==> src/design/scalerPkg.sv <==
package scalerPkg;

    localparam int AddrWidth = 6;
    localparam int AxiDataWidth = 32;

    // Register byte offsets
    localparam logic [AddrWidth-1:0] CtrlAddr    = 6'h00;
    localparam logic [AddrWidth-1:0] GainAddr    = 6'h04;
    localparam logic [AddrWidth-1:0] OffsetAddr  = 6'h08;
    localparam logic [AddrWidth-1:0] DataInAddr  = 6'h0C;
    localparam logic [AddrWidth-1:0] DataOutAddr = 6'h10;
    localparam logic [AddrWidth-1:0] StatusAddr  = 6'h14;

    // STATUS bit positions
    localparam int StatusInEmpty   = 0;
    localparam int StatusInFull    = 1;
    localparam int StatusOutEmpty  = 2;
    localparam int StatusOutFull   = 3;
    localparam int StatusOverflow  = 4;
    localparam int StatusUnderflow = 5;
    localparam int StatusCountLsb  = 8;  // Output FIFO count field

    localparam logic [1:0] RespOkay   = 2'b00;
    localparam logic [1:0] RespSlvErr = 2'b10;

    localparam int GainFracBits = 8;  // Gain is unsigned 8.8

endpackage

==> src/design/sampleFifo.sv <==
`timescale 1ns/1ps

module sampleFifo #(
    parameter int DataWidth = 16,
    parameter int DepthLog2 = 4
) (
    input  logic                 Clk,
    input  logic                 reset,
    input  logic                 Clear,
    input  logic                 Push,
    input  logic [DataWidth-1:0] PushData,
    input  logic                 Pop,
    output logic [DataWidth-1:0] PopData,
    output logic                 Full,
    output logic                 Empty,
    output logic [DepthLog2:0]   Count
);

    localparam int Depth = 2 ** DepthLog2;

    logic [DataWidth-1:0] mem [Depth];
    logic [DepthLog2:0]   wrPtr;  // MSB is the wrap bit
    logic [DepthLog2:0]   rdPtr;
    logic                 doPush;
    logic                 doPop;

    assign doPush = Push && !Full;
    assign doPop  = Pop && !Empty;

    always_ff @(posedge Clk) begin
        if (reset || Clear) begin
            wrPtr <= '0;
            rdPtr <= '0;
        end else begin
            if (doPush) begin
                wrPtr <= wrPtr + 1'b1;
            end
            if (doPop) begin
                rdPtr <= rdPtr + 1'b1;
            end
        end
    end

    always_ff @(posedge Clk) begin
        if (doPush && !Clear) begin
            mem[wrPtr[DepthLog2-1:0]] <= PushData;
        end
        if (doPop && !Clear) begin
            PopData <= mem[rdPtr[DepthLog2-1:0]];  // Held until the next pop
        end
    end

    // Same index with opposite wrap bits means the buffer is full
    assign Full  = (wrPtr[DepthLog2] != rdPtr[DepthLog2]) &&
                   (wrPtr[DepthLog2-1:0] == rdPtr[DepthLog2-1:0]);
    assign Empty = (wrPtr == rdPtr);
    assign Count = wrPtr - rdPtr;

endmodule

==> src/design/axiLiteRegs.sv <==
`timescale 1ns/1ps

module axiLiteRegs #(
    parameter int SampleWidth   = 16,
    parameter int FifoDepthLog2 = 4
) (
    input  logic                                  Clk,
    input  logic                                  reset,

    input  logic [scalerPkg::AddrWidth-1:0]       sAwAddr,
    input  logic                                  sAwValid,
    output logic                                  sAwReady,
    input  logic [scalerPkg::AxiDataWidth-1:0]    sWData,
    input  logic [scalerPkg::AxiDataWidth/8-1:0]  sWStrb,  // Full-word writes only
    input  logic                                  sWValid,
    output logic                                  sWReady,
    output logic [1:0]                            sBResp,
    output logic                                  sBValid,
    input  logic                                  sBReady,
    input  logic [scalerPkg::AddrWidth-1:0]       sArAddr,
    input  logic                                  sArValid,
    output logic                                  sArReady,
    output logic [scalerPkg::AxiDataWidth-1:0]    sRData,
    output logic [1:0]                            sRResp,
    output logic                                  sRValid,
    input  logic                                  sRReady,

    output logic                                  Clear,
    output logic [15:0]                           Gain,
    output logic [SampleWidth-1:0]                Offset,
    output logic                                  InPush,
    output logic [SampleWidth-1:0]                InPushData,
    input  logic                                  InFull,
    input  logic                                  InEmpty,
    output logic                                  OutPop,
    input  logic [SampleWidth-1:0]                OutPopData,
    input  logic                                  OutFull,
    input  logic                                  OutEmpty,
    input  logic [FifoDepthLog2:0]                OutCount
);

    localparam int DataW = scalerPkg::AxiDataWidth;
    localparam int ExtW  = DataW - SampleWidth;

    logic             writeFire;
    logic             readFire;
    logic             wrMapped;
    logic             rdMapped;
    logic             overflow;
    logic             underflow;
    logic             rdFromFifo;
    logic [DataW-1:0] rdDataReg;
    logic [DataW-1:0] rdValue;
    logic [DataW-1:0] status;

    // Address and data accepted together with one write in flight
    assign writeFire = sAwValid && sWValid && !sBValid;
    assign sAwReady  = writeFire;
    assign sWReady   = writeFire;

    assign sArReady = !sRValid;
    assign readFire = sArValid && sArReady;

    assign wrMapped = sAwAddr inside {scalerPkg::CtrlAddr, scalerPkg::GainAddr,
                                      scalerPkg::OffsetAddr, scalerPkg::DataInAddr,
                                      scalerPkg::DataOutAddr, scalerPkg::StatusAddr};
    assign rdMapped = sArAddr inside {scalerPkg::CtrlAddr, scalerPkg::GainAddr,
                                      scalerPkg::OffsetAddr, scalerPkg::DataInAddr,
                                      scalerPkg::DataOutAddr, scalerPkg::StatusAddr};

    assign Clear      = writeFire && (sAwAddr == scalerPkg::CtrlAddr) && sWData[0];
    assign InPush     = writeFire && (sAwAddr == scalerPkg::DataInAddr) && !InFull;
    assign InPushData = sWData[SampleWidth-1:0];
    assign OutPop     = readFire && (sArAddr == scalerPkg::DataOutAddr) && !OutEmpty;

    always_ff @(posedge Clk) begin
        if (reset) begin
            sBValid <= 1'b0;
            sBResp  <= scalerPkg::RespOkay;
            Gain    <= 16'h0100;  // Unity
            Offset  <= '0;
        end else if (writeFire) begin
            sBValid <= 1'b1;
            sBResp  <= wrMapped ? scalerPkg::RespOkay : scalerPkg::RespSlvErr;
            if (sAwAddr == scalerPkg::GainAddr) begin
                Gain <= sWData[15:0];
            end
            if (sAwAddr == scalerPkg::OffsetAddr) begin
                Offset <= sWData[SampleWidth-1:0];
            end
        end else if (sBReady) begin
            sBValid <= 1'b0;
        end
    end

    // Sticky error flags
    always_ff @(posedge Clk) begin
        if (reset || Clear) begin
            overflow  <= 1'b0;
            underflow <= 1'b0;
        end else begin
            if (writeFire && (sAwAddr == scalerPkg::DataInAddr) && InFull) begin
                overflow <= 1'b1;
            end
            if (readFire && (sArAddr == scalerPkg::DataOutAddr) && OutEmpty) begin
                underflow <= 1'b1;
            end
        end
    end

    always_comb begin
        status = '0;
        status[scalerPkg::StatusInEmpty]   = InEmpty;
        status[scalerPkg::StatusInFull]    = InFull;
        status[scalerPkg::StatusOutEmpty]  = OutEmpty;
        status[scalerPkg::StatusOutFull]   = OutFull;
        status[scalerPkg::StatusOverflow]  = overflow;
        status[scalerPkg::StatusUnderflow] = underflow;
        status[scalerPkg::StatusCountLsb +: FifoDepthLog2+1] = OutCount;
    end

    always_comb begin
        case (sArAddr)
            scalerPkg::GainAddr:   rdValue = {{(DataW-16){1'b0}}, Gain};
            scalerPkg::OffsetAddr: rdValue = {{ExtW{Offset[SampleWidth-1]}}, Offset};
            scalerPkg::StatusAddr: rdValue = status;
            default:               rdValue = '0;  // DATA_OUT comes from the FIFO instead
        endcase
    end

    always_ff @(posedge Clk) begin
        if (reset) begin
            sRValid    <= 1'b0;
            sRResp     <= scalerPkg::RespOkay;
            rdFromFifo <= 1'b0;
        end else if (readFire) begin
            sRValid    <= 1'b1;
            sRResp     <= rdMapped ? scalerPkg::RespOkay : scalerPkg::RespSlvErr;
            rdFromFifo <= OutPop;
        end else if (sRReady) begin
            sRValid <= 1'b0;
        end
    end

    always_ff @(posedge Clk) begin
        if (readFire) begin
            rdDataReg <= rdValue;
        end
    end

    // FIFO read data lands one cycle after the pop and stays until the next one
    assign sRData = rdFromFifo ? {{ExtW{OutPopData[SampleWidth-1]}}, OutPopData} : rdDataReg;

endmodule

==> src/design/scaleStage.sv <==
`timescale 1ns/1ps

module scaleStage #(
    parameter int SampleWidth   = 16,
    parameter int FifoDepthLog2 = 4
) (
    input  logic                     Clk,
    input  logic                     reset,
    input  logic                     Clear,
    input  logic                     InEmpty,
    output logic                     InPop,
    input  logic [SampleWidth-1:0]   InPopData,
    input  logic [FifoDepthLog2:0]   OutCount,
    output logic                     OutPush,
    output logic [SampleWidth-1:0]   OutPushData,
    input  logic [15:0]              Gain,
    input  logic [SampleWidth-1:0]   Offset
);

    localparam int ProdWidth  = SampleWidth + 17;
    localparam int SumWidth   = ProdWidth + 1;
    localparam int CountWidth = FifoDepthLog2 + 2;
    localparam logic [CountWidth-1:0] Depth = CountWidth'(2 ** FifoDepthLog2);
    localparam logic signed [SumWidth-1:0] SatMax = SumWidth'((2 ** (SampleWidth - 1)) - 1);
    localparam logic signed [SumWidth-1:0] SatMin = SumWidth'(-(2 ** (SampleWidth - 1)));

    logic                         popPending;  // FIFO data arrives this cycle
    logic                         sumValid;
    logic [1:0]                   inFlight;
    logic [CountWidth-1:0]        occupied;
    logic signed [ProdWidth-1:0]  product;
    logic signed [ProdWidth-1:0]  scaled;
    logic signed [SumWidth-1:0]   sumNext;
    logic signed [SumWidth-1:0]   sumReg;

    // Reserve output space for everything already in the pipe
    assign inFlight = {1'b0, popPending} + {1'b0, sumValid};
    assign occupied = {1'b0, OutCount} + CountWidth'(inFlight);
    assign InPop    = !InEmpty && !Clear && (occupied < Depth);

    assign product = $signed(InPopData) * $signed({1'b0, Gain});
    assign scaled  = product >>> scalerPkg::GainFracBits;  // Floors toward minus infinity
    assign sumNext = scaled + $signed(Offset);

    always_ff @(posedge Clk) begin
        if (reset || Clear) begin
            popPending <= 1'b0;
            sumValid   <= 1'b0;
        end else begin
            popPending <= InPop;
            sumValid   <= popPending;
        end
    end

    always_ff @(posedge Clk) begin
        if (popPending) begin
            sumReg <= sumNext;
        end
    end

    always_comb begin
        if (sumReg > SatMax) begin
            OutPushData = SatMax[SampleWidth-1:0];
        end else if (sumReg < SatMin) begin
            OutPushData = SatMin[SampleWidth-1:0];
        end else begin
            OutPushData = sumReg[SampleWidth-1:0];
        end
    end

    assign OutPush = sumValid;

endmodule

==> src/design/sampleScalerTop.sv <==
`timescale 1ns/1ps

module sampleScalerTop #(
    parameter int SampleWidth   = 16,
    parameter int FifoDepthLog2 = 4
) (
    input  logic                                  Clk,
    input  logic                                  reset,
    input  logic [scalerPkg::AddrWidth-1:0]       sAwAddr,
    input  logic                                  sAwValid,
    output logic                                  sAwReady,
    input  logic [scalerPkg::AxiDataWidth-1:0]    sWData,
    input  logic [scalerPkg::AxiDataWidth/8-1:0]  sWStrb,
    input  logic                                  sWValid,
    output logic                                  sWReady,
    output logic [1:0]                            sBResp,
    output logic                                  sBValid,
    input  logic                                  sBReady,
    input  logic [scalerPkg::AddrWidth-1:0]       sArAddr,
    input  logic                                  sArValid,
    output logic                                  sArReady,
    output logic [scalerPkg::AxiDataWidth-1:0]    sRData,
    output logic [1:0]                            sRResp,
    output logic                                  sRValid,
    input  logic                                  sRReady
);

    logic                     clear;
    logic [15:0]              gain;
    logic [SampleWidth-1:0]   offset;
    logic                     inPush;
    logic [SampleWidth-1:0]   inPushData;
    logic                     inPop;
    logic [SampleWidth-1:0]   inPopData;
    logic                     inFull;
    logic                     inEmpty;
    logic                     outPush;
    logic [SampleWidth-1:0]   outPushData;
    logic                     outPop;
    logic [SampleWidth-1:0]   outPopData;
    logic                     outFull;
    logic                     outEmpty;
    logic [FifoDepthLog2:0]   outCount;

    axiLiteRegs #(
        .SampleWidth  (SampleWidth),
        .FifoDepthLog2(FifoDepthLog2)
    ) i_regs (
        .Clk       (Clk),
        .reset     (reset),
        .sAwAddr   (sAwAddr),
        .sAwValid  (sAwValid),
        .sAwReady  (sAwReady),
        .sWData    (sWData),
        .sWStrb    (sWStrb),
        .sWValid   (sWValid),
        .sWReady   (sWReady),
        .sBResp    (sBResp),
        .sBValid   (sBValid),
        .sBReady   (sBReady),
        .sArAddr   (sArAddr),
        .sArValid  (sArValid),
        .sArReady  (sArReady),
        .sRData    (sRData),
        .sRResp    (sRResp),
        .sRValid   (sRValid),
        .sRReady   (sRReady),
        .Clear     (clear),
        .Gain      (gain),
        .Offset    (offset),
        .InPush    (inPush),
        .InPushData(inPushData),
        .InFull    (inFull),
        .InEmpty   (inEmpty),
        .OutPop    (outPop),
        .OutPopData(outPopData),
        .OutFull   (outFull),
        .OutEmpty  (outEmpty),
        .OutCount  (outCount)
    );

    sampleFifo #(
        .DataWidth(SampleWidth),
        .DepthLog2(FifoDepthLog2)
    ) i_inFifo (
        .Clk     (Clk),
        .reset   (reset),
        .Clear   (clear),
        .Push    (inPush),
        .PushData(inPushData),
        .Pop     (inPop),
        .PopData (inPopData),
        .Full    (inFull),
        .Empty   (inEmpty),
        .Count   ()  // Input occupancy is not reported
    );

    scaleStage #(
        .SampleWidth  (SampleWidth),
        .FifoDepthLog2(FifoDepthLog2)
    ) i_scale (
        .Clk        (Clk),
        .reset      (reset),
        .Clear      (clear),
        .InEmpty    (inEmpty),
        .InPop      (inPop),
        .InPopData  (inPopData),
        .OutCount   (outCount),
        .OutPush    (outPush),
        .OutPushData(outPushData),
        .Gain       (gain),
        .Offset     (offset)
    );

    sampleFifo #(
        .DataWidth(SampleWidth),
        .DepthLog2(FifoDepthLog2)
    ) i_outFifo (
        .Clk     (Clk),
        .reset   (reset),
        .Clear   (clear),
        .Push    (outPush),
        .PushData(outPushData),
        .Pop     (outPop),
        .PopData (outPopData),
        .Full    (outFull),
        .Empty   (outEmpty),
        .Count   (outCount)
    );

endmodule

==> config.mk <==
export PLATFORM = sky130hd
export DESIGN_NAME = sampleScalerTop
export DESIGN_NICKNAME = d
export VERILOG_FILES = /design/src/design/scalerPkg.sv /design/src/design/sampleFifo.sv /design/src/design/axiLiteRegs.sv /design/src/design/scaleStage.sv /design/src/design/sampleScalerTop.sv
export SDC_FILE = /design/constraint.sdc
export NUM_CORES = 1
export LEC_CHECK = 0
export BUFFER_PORTS_ARGS = -buffer_cell sky130_fd_sc_hd__buf_2
export CAP_MARGIN = 20
export CORE_ASPECT_RATIO = 0.75
export CORE_MARGIN = 3
export CORE_UTILIZATION = 30
export CTS_CLUSTER_DIAMETER = 50
export DETAILED_ROUTE_END_ITERATION = 10
export PLACE_DENSITY = 0.54
export SYNTH_ARGS = -nofsm -noshare
export SYNTH_HDL_FRONTEND = slang
export SYNTH_SLANG_ARGS = --single-unit
==> constraint.sdc <==
create_clock -name Clk -period 9.5 [get_ports Clk]
set_input_delay 1.9 -clock Clk [delete_from_list [all_inputs] [get_ports Clk]]
set_output_delay 1.9 -clock Clk [all_outputs]
set_load 0.03 [all_outputs]
==> results of run 1 <==
-- layout make-up --
type	instances	area share [%]
clock buffers	97	5.19
multi-input cells	1344	36.3
clock inverters	51	1.39
flip-flops and latches	648	47.3
repair buffers	148	2.48
inverters	269	2.53
diodes	3	0.0188
well taps	1526	4.79
-- flip-flops by register name, summed over array words and instances, names as in the netlist, 16 cells and up --
signal             flops
i_inFifo.mem         256
i_outFifo.mem        256
i_scale.sumReg        26
i_regs.rdDataReg      17
i_inFifo.PopData      16
i_outFifo.PopData     16
i_regs.Gain           16
i_regs.Offset         16
-- per-stage QoR --
stage	instances	instance area, µm²	util, %	setup slack (ns)
floorplan	2376	34700	-	1.73
global placement	3928	37100	32.5	1.04
detailed placement	3929	37100	32.5	0.919
CTS	4077	39700	34.8	0.876
global route	4083	39800	34.9	0.232
finish	4086	39800	34.9	0.791
-- how the worst min path moves through the flow --
stage | cells after the start | endpoint | from
5_1_grt | 2 | i_regs.Offset[7]$_SDFFE_PP0P_ | i_regs.Offset[7]$_SDFFE_PP0P_
3_3_place_gp | 2 | i_regs.sBValid$_SDFFE_PP0P_ | i_regs.sBValid$_SDFFE_PP0P_
4_1_cts | 2 | i_regs.underflow$_SDFFE_PP0P_ | i_regs.underflow$_SDFFE_PP0P_
3_5_place_dp | 2 | i_regs.underflow$_SDFFE_PP0P_ | i_regs.underflow$_SDFFE_PP0P_
2_1_floorplan | 2 | i_regs.underflow$_SDFFE_PP0P_ | i_regs.underflow$_SDFFE_PP0P_
6_report | 2 | i_regs.underflow$_SDFFE_PP0P_ | i_regs.underflow$_SDFFE_PP0P_
-- layer usage --
metal / vias up / wire length [µm]
li1: 8696 / -
met1: 10200 / 39200
met2: 551 / 39000
met3: 127 / 5520
met4: 8 / 1860
met5: - / 52
-- cells in the mapped netlist, types with 5 or more instances --
master | instances | area [µm²]
xor2_1 | 19 | 166
buf_4 | 18 | 135
a21o_1 | 40 | 300
fa_1 | 195 | 3900
o21bai_1 | 5 | 37.5
nor2_1 | 107 | 402
xnor2_1 | 51 | 447
mux4_2 | 160 | 3600
mux2i_1 | 26 | 260
edfxtp_1 | 587 | 17600
nor3_1 | 13 | 65.1
nand2_1 | 213 | 800
a21oi_1 | 56 | 280
mux2_2 | 15 | 169
and2_1 | 113 | 707
inv_1 | 267 | 1000
nand2b_1 | 20 | 125
a31oi_1 | 8 | 50.1
and3_1 | 5 | 31.3
nand4_1 | 21 | 131
nor2b_1 | 10 | 62.6
buf_1 | 10 | 37.5
clkbuf_1 | 76 | 285
buf_2 | 11 | 55.1
dfxtp_1 | 61 | 1220
ha_1 | 162 | 2030
or3_1 | 5 | 31.3
o21ai_0 | 37 | 185
-- layout by cell type, fill, tap and decap left out, types with 8 or more instances in the layout --
master     synthesis  routed
ha_1             162     162
inv_1            267     267
xnor2_1           51      51
mux2_2            15      15
o21ai_0           37      36
a21o_1            40      40
xor2_1            19      19
nand2b_1          20      20
buf_4             18      68
nor2b_1           10       9
clkbuf_16          0      80
mux4_2           160     160
nand2_1          213     213
edfxtp_1         587     587
buf_2             11      73
nor3_2             1       9
fa_1             195     195
nor2_1           107      82
clkinv_2           0      10
and2_1           113     113
dfxtp_1           61      57
a21oi_1           56      56
nor2_2             0      25
nand4_1           21      21
a31oi_1            8       8
mux2i_1           26      26
clkbuf_1          76      17
clkinv_1           1      14
-- report_power, final --
group / leakage, nW / total, W / internal (W) / switching (W)
Sequential: 5.77 / 0.00326 / 0.00317 / 0.0000868
Combinational: 7.78 / 0.000868 / 0.000353 / 0.000515
Clock: 1.27 / 0.00296 / 0.00175 / 0.00121
-- cells by family (layout without fill, tap and decap cells) --
logic type / after synthesis / after routing / synth area share [%]
other cells: 1 / 5 / 0.0108
buf+inv: 384 / 565 / 4.39
fa+ha+maj: 357 / 357 / 17.1
mux: 201 / 201 / 11.6
flops: 648 / 648 / 54.3
simple gates: 531 / 531 / 7.34
compound gates: 183 / 183 / 3.44
xor+xnor: 70 / 70 / 1.77
-- critical path, delay by kind of cell, from the launching register on --
| family | cells | cell delay, ns |
|---|---|---|
| AOI/OAI and AO/OA | 13 | 2.71 |
| xor gates and xnor gates | 1 | 0.21 |
| and+or+nand+nor | 4 | 0.49 |
| adders and majority gates | 8 | 3.87 |
| buffers and inverters | 3 | 0.19 |
| DFF | 1 | 0.91 |
==> flow_summary.yaml, run 1 <==
timing:
  setup_tns_ns: 0
  period_needed_ns: 8.71
  worstMarginPinSlew_ns: 1.06
  final_hold_viol_count: 0
  fin_worst_skew_ns: 0.0509
  setup_viol: 0
  fin_crit_sh_pct: 91.7
  slew_headroom_pct: 29.1
  max_freq_mhz: 115
  hold_slack_ns: 0.481
  rsz0062_at_grt: "false"
  drv_slew: 0
critical_path:
  timing.rr.end: "i_scale.sumReg[23]$_DFFE_PP_"
  crit-reg2reg-launch: "i_inFifo.PopData[3]$_DFFE_PP_"
  critPathLaunchType: "flop"
  required_ns: 9.87
  cp_slowest_cell: "edfxtp_1"
  reg2reg_depth: 29
  rrSetupSlack_ns: 0.79
  crit_arrival_ns: 9.08
  cp-endpoint: "i_scale.sumReg[23]$_DFFE_PP_"
  endpoint_kind: "flop"
  max_stage_delay_ns: 0.91
  startpoint: "i_inFifo.PopData[3]$_DFFE_PP_"
  cpMostUsedCell: "fa_1"
  path_class: "flop to flop"
  cp_max_fo: 16
layout:
  multi_input_area_mm2: 0.0144
  regArea_mm2: 0.0189
  syn2layout_area_growth_pct: 14.8
  drive_gt1_share_pct: 19.7
  n_fill_cell: 10900
  fin_nets: 2903
clock_network:
  clkLatencyLatePin_ns: 0.63
  cts_tree: "built"
  cts.clk_slew.worst_paths_ns: 0.06
  clockBufferDepth: 3
  cts_resized: 0
  cts_root_buf: "clkbuf_16"
  cts_hold_buf: 0
  numCtsBuffers: 80
  h-tree-depth: 3
  cts_sinks: 648
  post_cts_buffers: 0
routing:
  wire_per_inst_um: 21.0
  drt_wl_total_um: 85600
  drt_iter0_drc: 1629
  firstDrtPassIters: 5
  vias: 19600
  viasPerCell: 4.80
  antenna_left: 0
  drc: 0
grt:
  grt_pass1_vias: 20300
  grt_use_met1_pct: 20.5
  grt_busiest_layer: "met2"
  grt_pass1_wl_um: 129000
  grt_usage_pct: 14.3
  grt_max_degree: 69
  antenna_found_initial: 13
  gr-usage-met3_pct: 3.22
  grt_use_met2_pct: 22.1
  overflow: 0
hold_path:
  hp-class: "flop to flop"
placed_design:
  place_congestion: 0.841
  port_buffers: 73
  dp_hpwl_um: 59600
synthesis:
  syn_avg_cell_area_um2: 14.6
  ys_types: 66
  seq_area_frac_synth_pct: 54.3
  postSynthCellCount: 2375
  ys_ff_latch: 648
  async_flop_share_pct: 0
  synth_edf_count: 587
  synth_warnings: 0
  synthFlopType: "edfxtp_1"
  syn_area_mm2: 0.0347
pwr:
  total_power_w: 0.00709
  p_leak_nw: 14.8
  vdd_drop_max_mv: 0.149
  p_per_area_mw_per_mm2: 178
floorplanning:
  io_pins: 96
  die_h_um: 300
  rows: 107
  die_w_um: 399
  start_util_pct: 30.4
  coreArea_mm2: 0.114
  die_area_mm2: 0.120
job:
  maxCapViolCount: 0
run_status:
  status: "finished clean"
(Power assumes the default switching activity.)
==> run 2, diff against run 1 <==
- BUFFER_PORTS_ARGS: -buffer_cell sky130_fd_sc_hd__buf_2 -> -buffer_cell sky130_fd_sc_hd__buf_4
==> flow_summary.yaml, run 2 (synthesized netlist as in run 1, its figures left out) <==
run_status:
  status: "finished clean"
critical_path:
  crit_buf_inv: 2
  cp_slowest_cell: "dfxtp_1"
  critPathLaunchType: "flop"
  cp_max_fo: 18
  max_stage_delay_ns: 1.03
  cp_top_family: "adder cells"
  required_ns: 9.86
  crit_arrival_ns: 9.10
  path_class: "flop to flop"
  endpoint_kind: "flop"
  cpMostUsedCell: "fa_1"
routing:
  viasPerCell: 4.85
  firstDrtPassIters: 5
  drt_wl_total_um: 87700
  wire_per_inst_um: 21.5
  vias: 19800
  drc: 0
  antenna_left: 0
  drt_iter0_drc: 1663
placed_design:
  place_inst: 3928
  dp_hpwl_um: 60000
  port_buffers: 73
  place_area_mm2: 0.0373
  place_congestion: 0.834
layout:
  final_common_cell: "edfxtp_1"
  final_util_pct: 35.1
  syn2layout_area_growth_pct: 15.5
  fin_cells: 4079
  final_cell_area_mm2: 0.0401
  drive_gt1_share_pct: 19.5
  final_cell_mix: "587 x edfxtp_1, 267 x inv_1, 213 x nand2_1"
  fin_nets: 2899
  n_fill_cell: 10900
floorplanning:
  die_area_mm2: 0.120
  die_h_um: 300
  rows: 107
  coreArea_mm2: 0.114
  io_pins: 96
  start_util_pct: 30.4
  die_w_um: 399
clock_network:
  clockBufferDepth: 3
  cts_hold_buf: 0
  h-tree-depth: 3
  cts.clk_slew.worst_paths_ns: 0.06
  cts_sinks: 648
  post_cts_buffers: 0
  numCtsBuffers: 79
  cts_resized: 0
  clkLatencyLatePin_ns: 0.63
  cts_tree: "built"
  cts_root_buf: "clkbuf_16"
pwr:
  p_leak_nw: 14.9
  p_int_w: 0.00535
  pwr-share-clk_pct: 42.3
  swShare_pct: 25.7
  vdd_drop_max_mv: 0.154
  p_per_area_mw_per_mm2: 180
  combPwrFrac_pct: 12.4
  p_seq_share_pct: 45.3
  p_switching_w: 0.00185
timing:
  max_freq_mhz: 115
  setup_tns_ns: 0
  fin_worst_skew_ns: 0.0491
  rsz0062_at_grt: "false"
  final_hold_viol_count: 0
  fin_crit_sh_pct: 91.9
  period_needed_ns: 8.73
  setup_viol: 0
  slew_headroom_pct: 27.9
  worstMarginPinSlew_ns: 1.08
  drv_slew: 0
grt:
  overflow: 0
  antenna_found_initial: 8
  grt_pass1_vias: 20800
  grt_max_degree: 69
  grt_usage_pct: 14.8
  grt_pass1_wl_um: 132000
hold_path:
  hp-class: "flop to flop"
job:
  maxCapViolCount: 0
-- run 2: metal layers --
layer / global-route usage, % / vias up / share of wire [%]
li1: - / 8653 / -
met1: 21.1 / 10400 / 45
met2: 22.3 / 614 / 45
met3: 3.66 / 143 / 7.7
met4: 4.07 / 4 / 2.4
met5: 0 / - / 0.033
-- run 2: worst min-delay path, delay by kind of cell, from the launching register on --
kind,cells,cell delay (ns)
AND/OR/NAND/NOR,1,0.06
AO/OA/AOI/OAI,1,0.05
flip-flops,1,0.33
-- run 2: through the flow --
| step | total power [W] | hold slack (ns) | setup WS, ns |
|---|---|---|---|
| floorplan | 0.00390 | 0.437 | 1.73 |
| global placement | 0.00419 | 0.468 | 0.825 |
| detailed placement | 0.00421 | 0.479 | 0.716 |
| CTS | 0.00727 | 0.497 | 0.714 |
| global route | 0.00750 | 0.513 | 0.220 |
| finish | 0.00720 | 0.495 | 0.767 |
-- run 2: final timing paths --
kind	start	endpoint	slack [ns]	cells past startpoint
worst max-delay path	i_regs.Gain[1]$_SDFFE_PP0P_	i_scale.sumReg[22]$_DFFE_PP_	0.77	27
worst min-delay path	i_regs.Offset[14]$_SDFFE_PP0P_	i_regs.Offset[14]$_SDFFE_PP0P_	0.50	2
worst max register to register	i_regs.Gain[1]$_SDFFE_PP0P_	i_scale.sumReg[22]$_DFFE_PP_	0.77	27
worst min register to register	i_regs.Offset[14]$_SDFFE_PP0P_	i_regs.Offset[14]$_SDFFE_PP0P_	0.50	2
-- run 2: power by group through the flow --
| stage | registers, W | clock network [W] | logic (W) |
|---|---|---|---|
| floorplan | 0.00325 | 0 | 0.000651 |
| global placement | 0.00332 | 0 | 0.000869 |
| detailed placement | 0.00332 | 0 | 0.000892 |
| CTS | 0.00326 | 0.00311 | 0.000898 |
| global route | 0.00327 | 0.00325 | 0.000986 |
| finish | 0.00326 | 0.00305 | 0.000891 |
-- run 2: final cells by class --
| class | count | area (µm²) | share of cell area (%) |
|---|---|---|---|
| antenna | 1 | 2.50 | 0.00624 |
| clock buffer | 92 | 2030 | 5.05 |
| clock inverter | 54 | 682 | 1.70 |
| inverter | 269 | 1010 | 2.52 |
| multi-input combinational | 1344 | 14400 | 36.0 |
| sequential | 648 | 18900 | 47.0 |
| tap | 1526 | 1910 | 4.76 |
| timing repair buffer | 145 | 1170 | 2.91 |
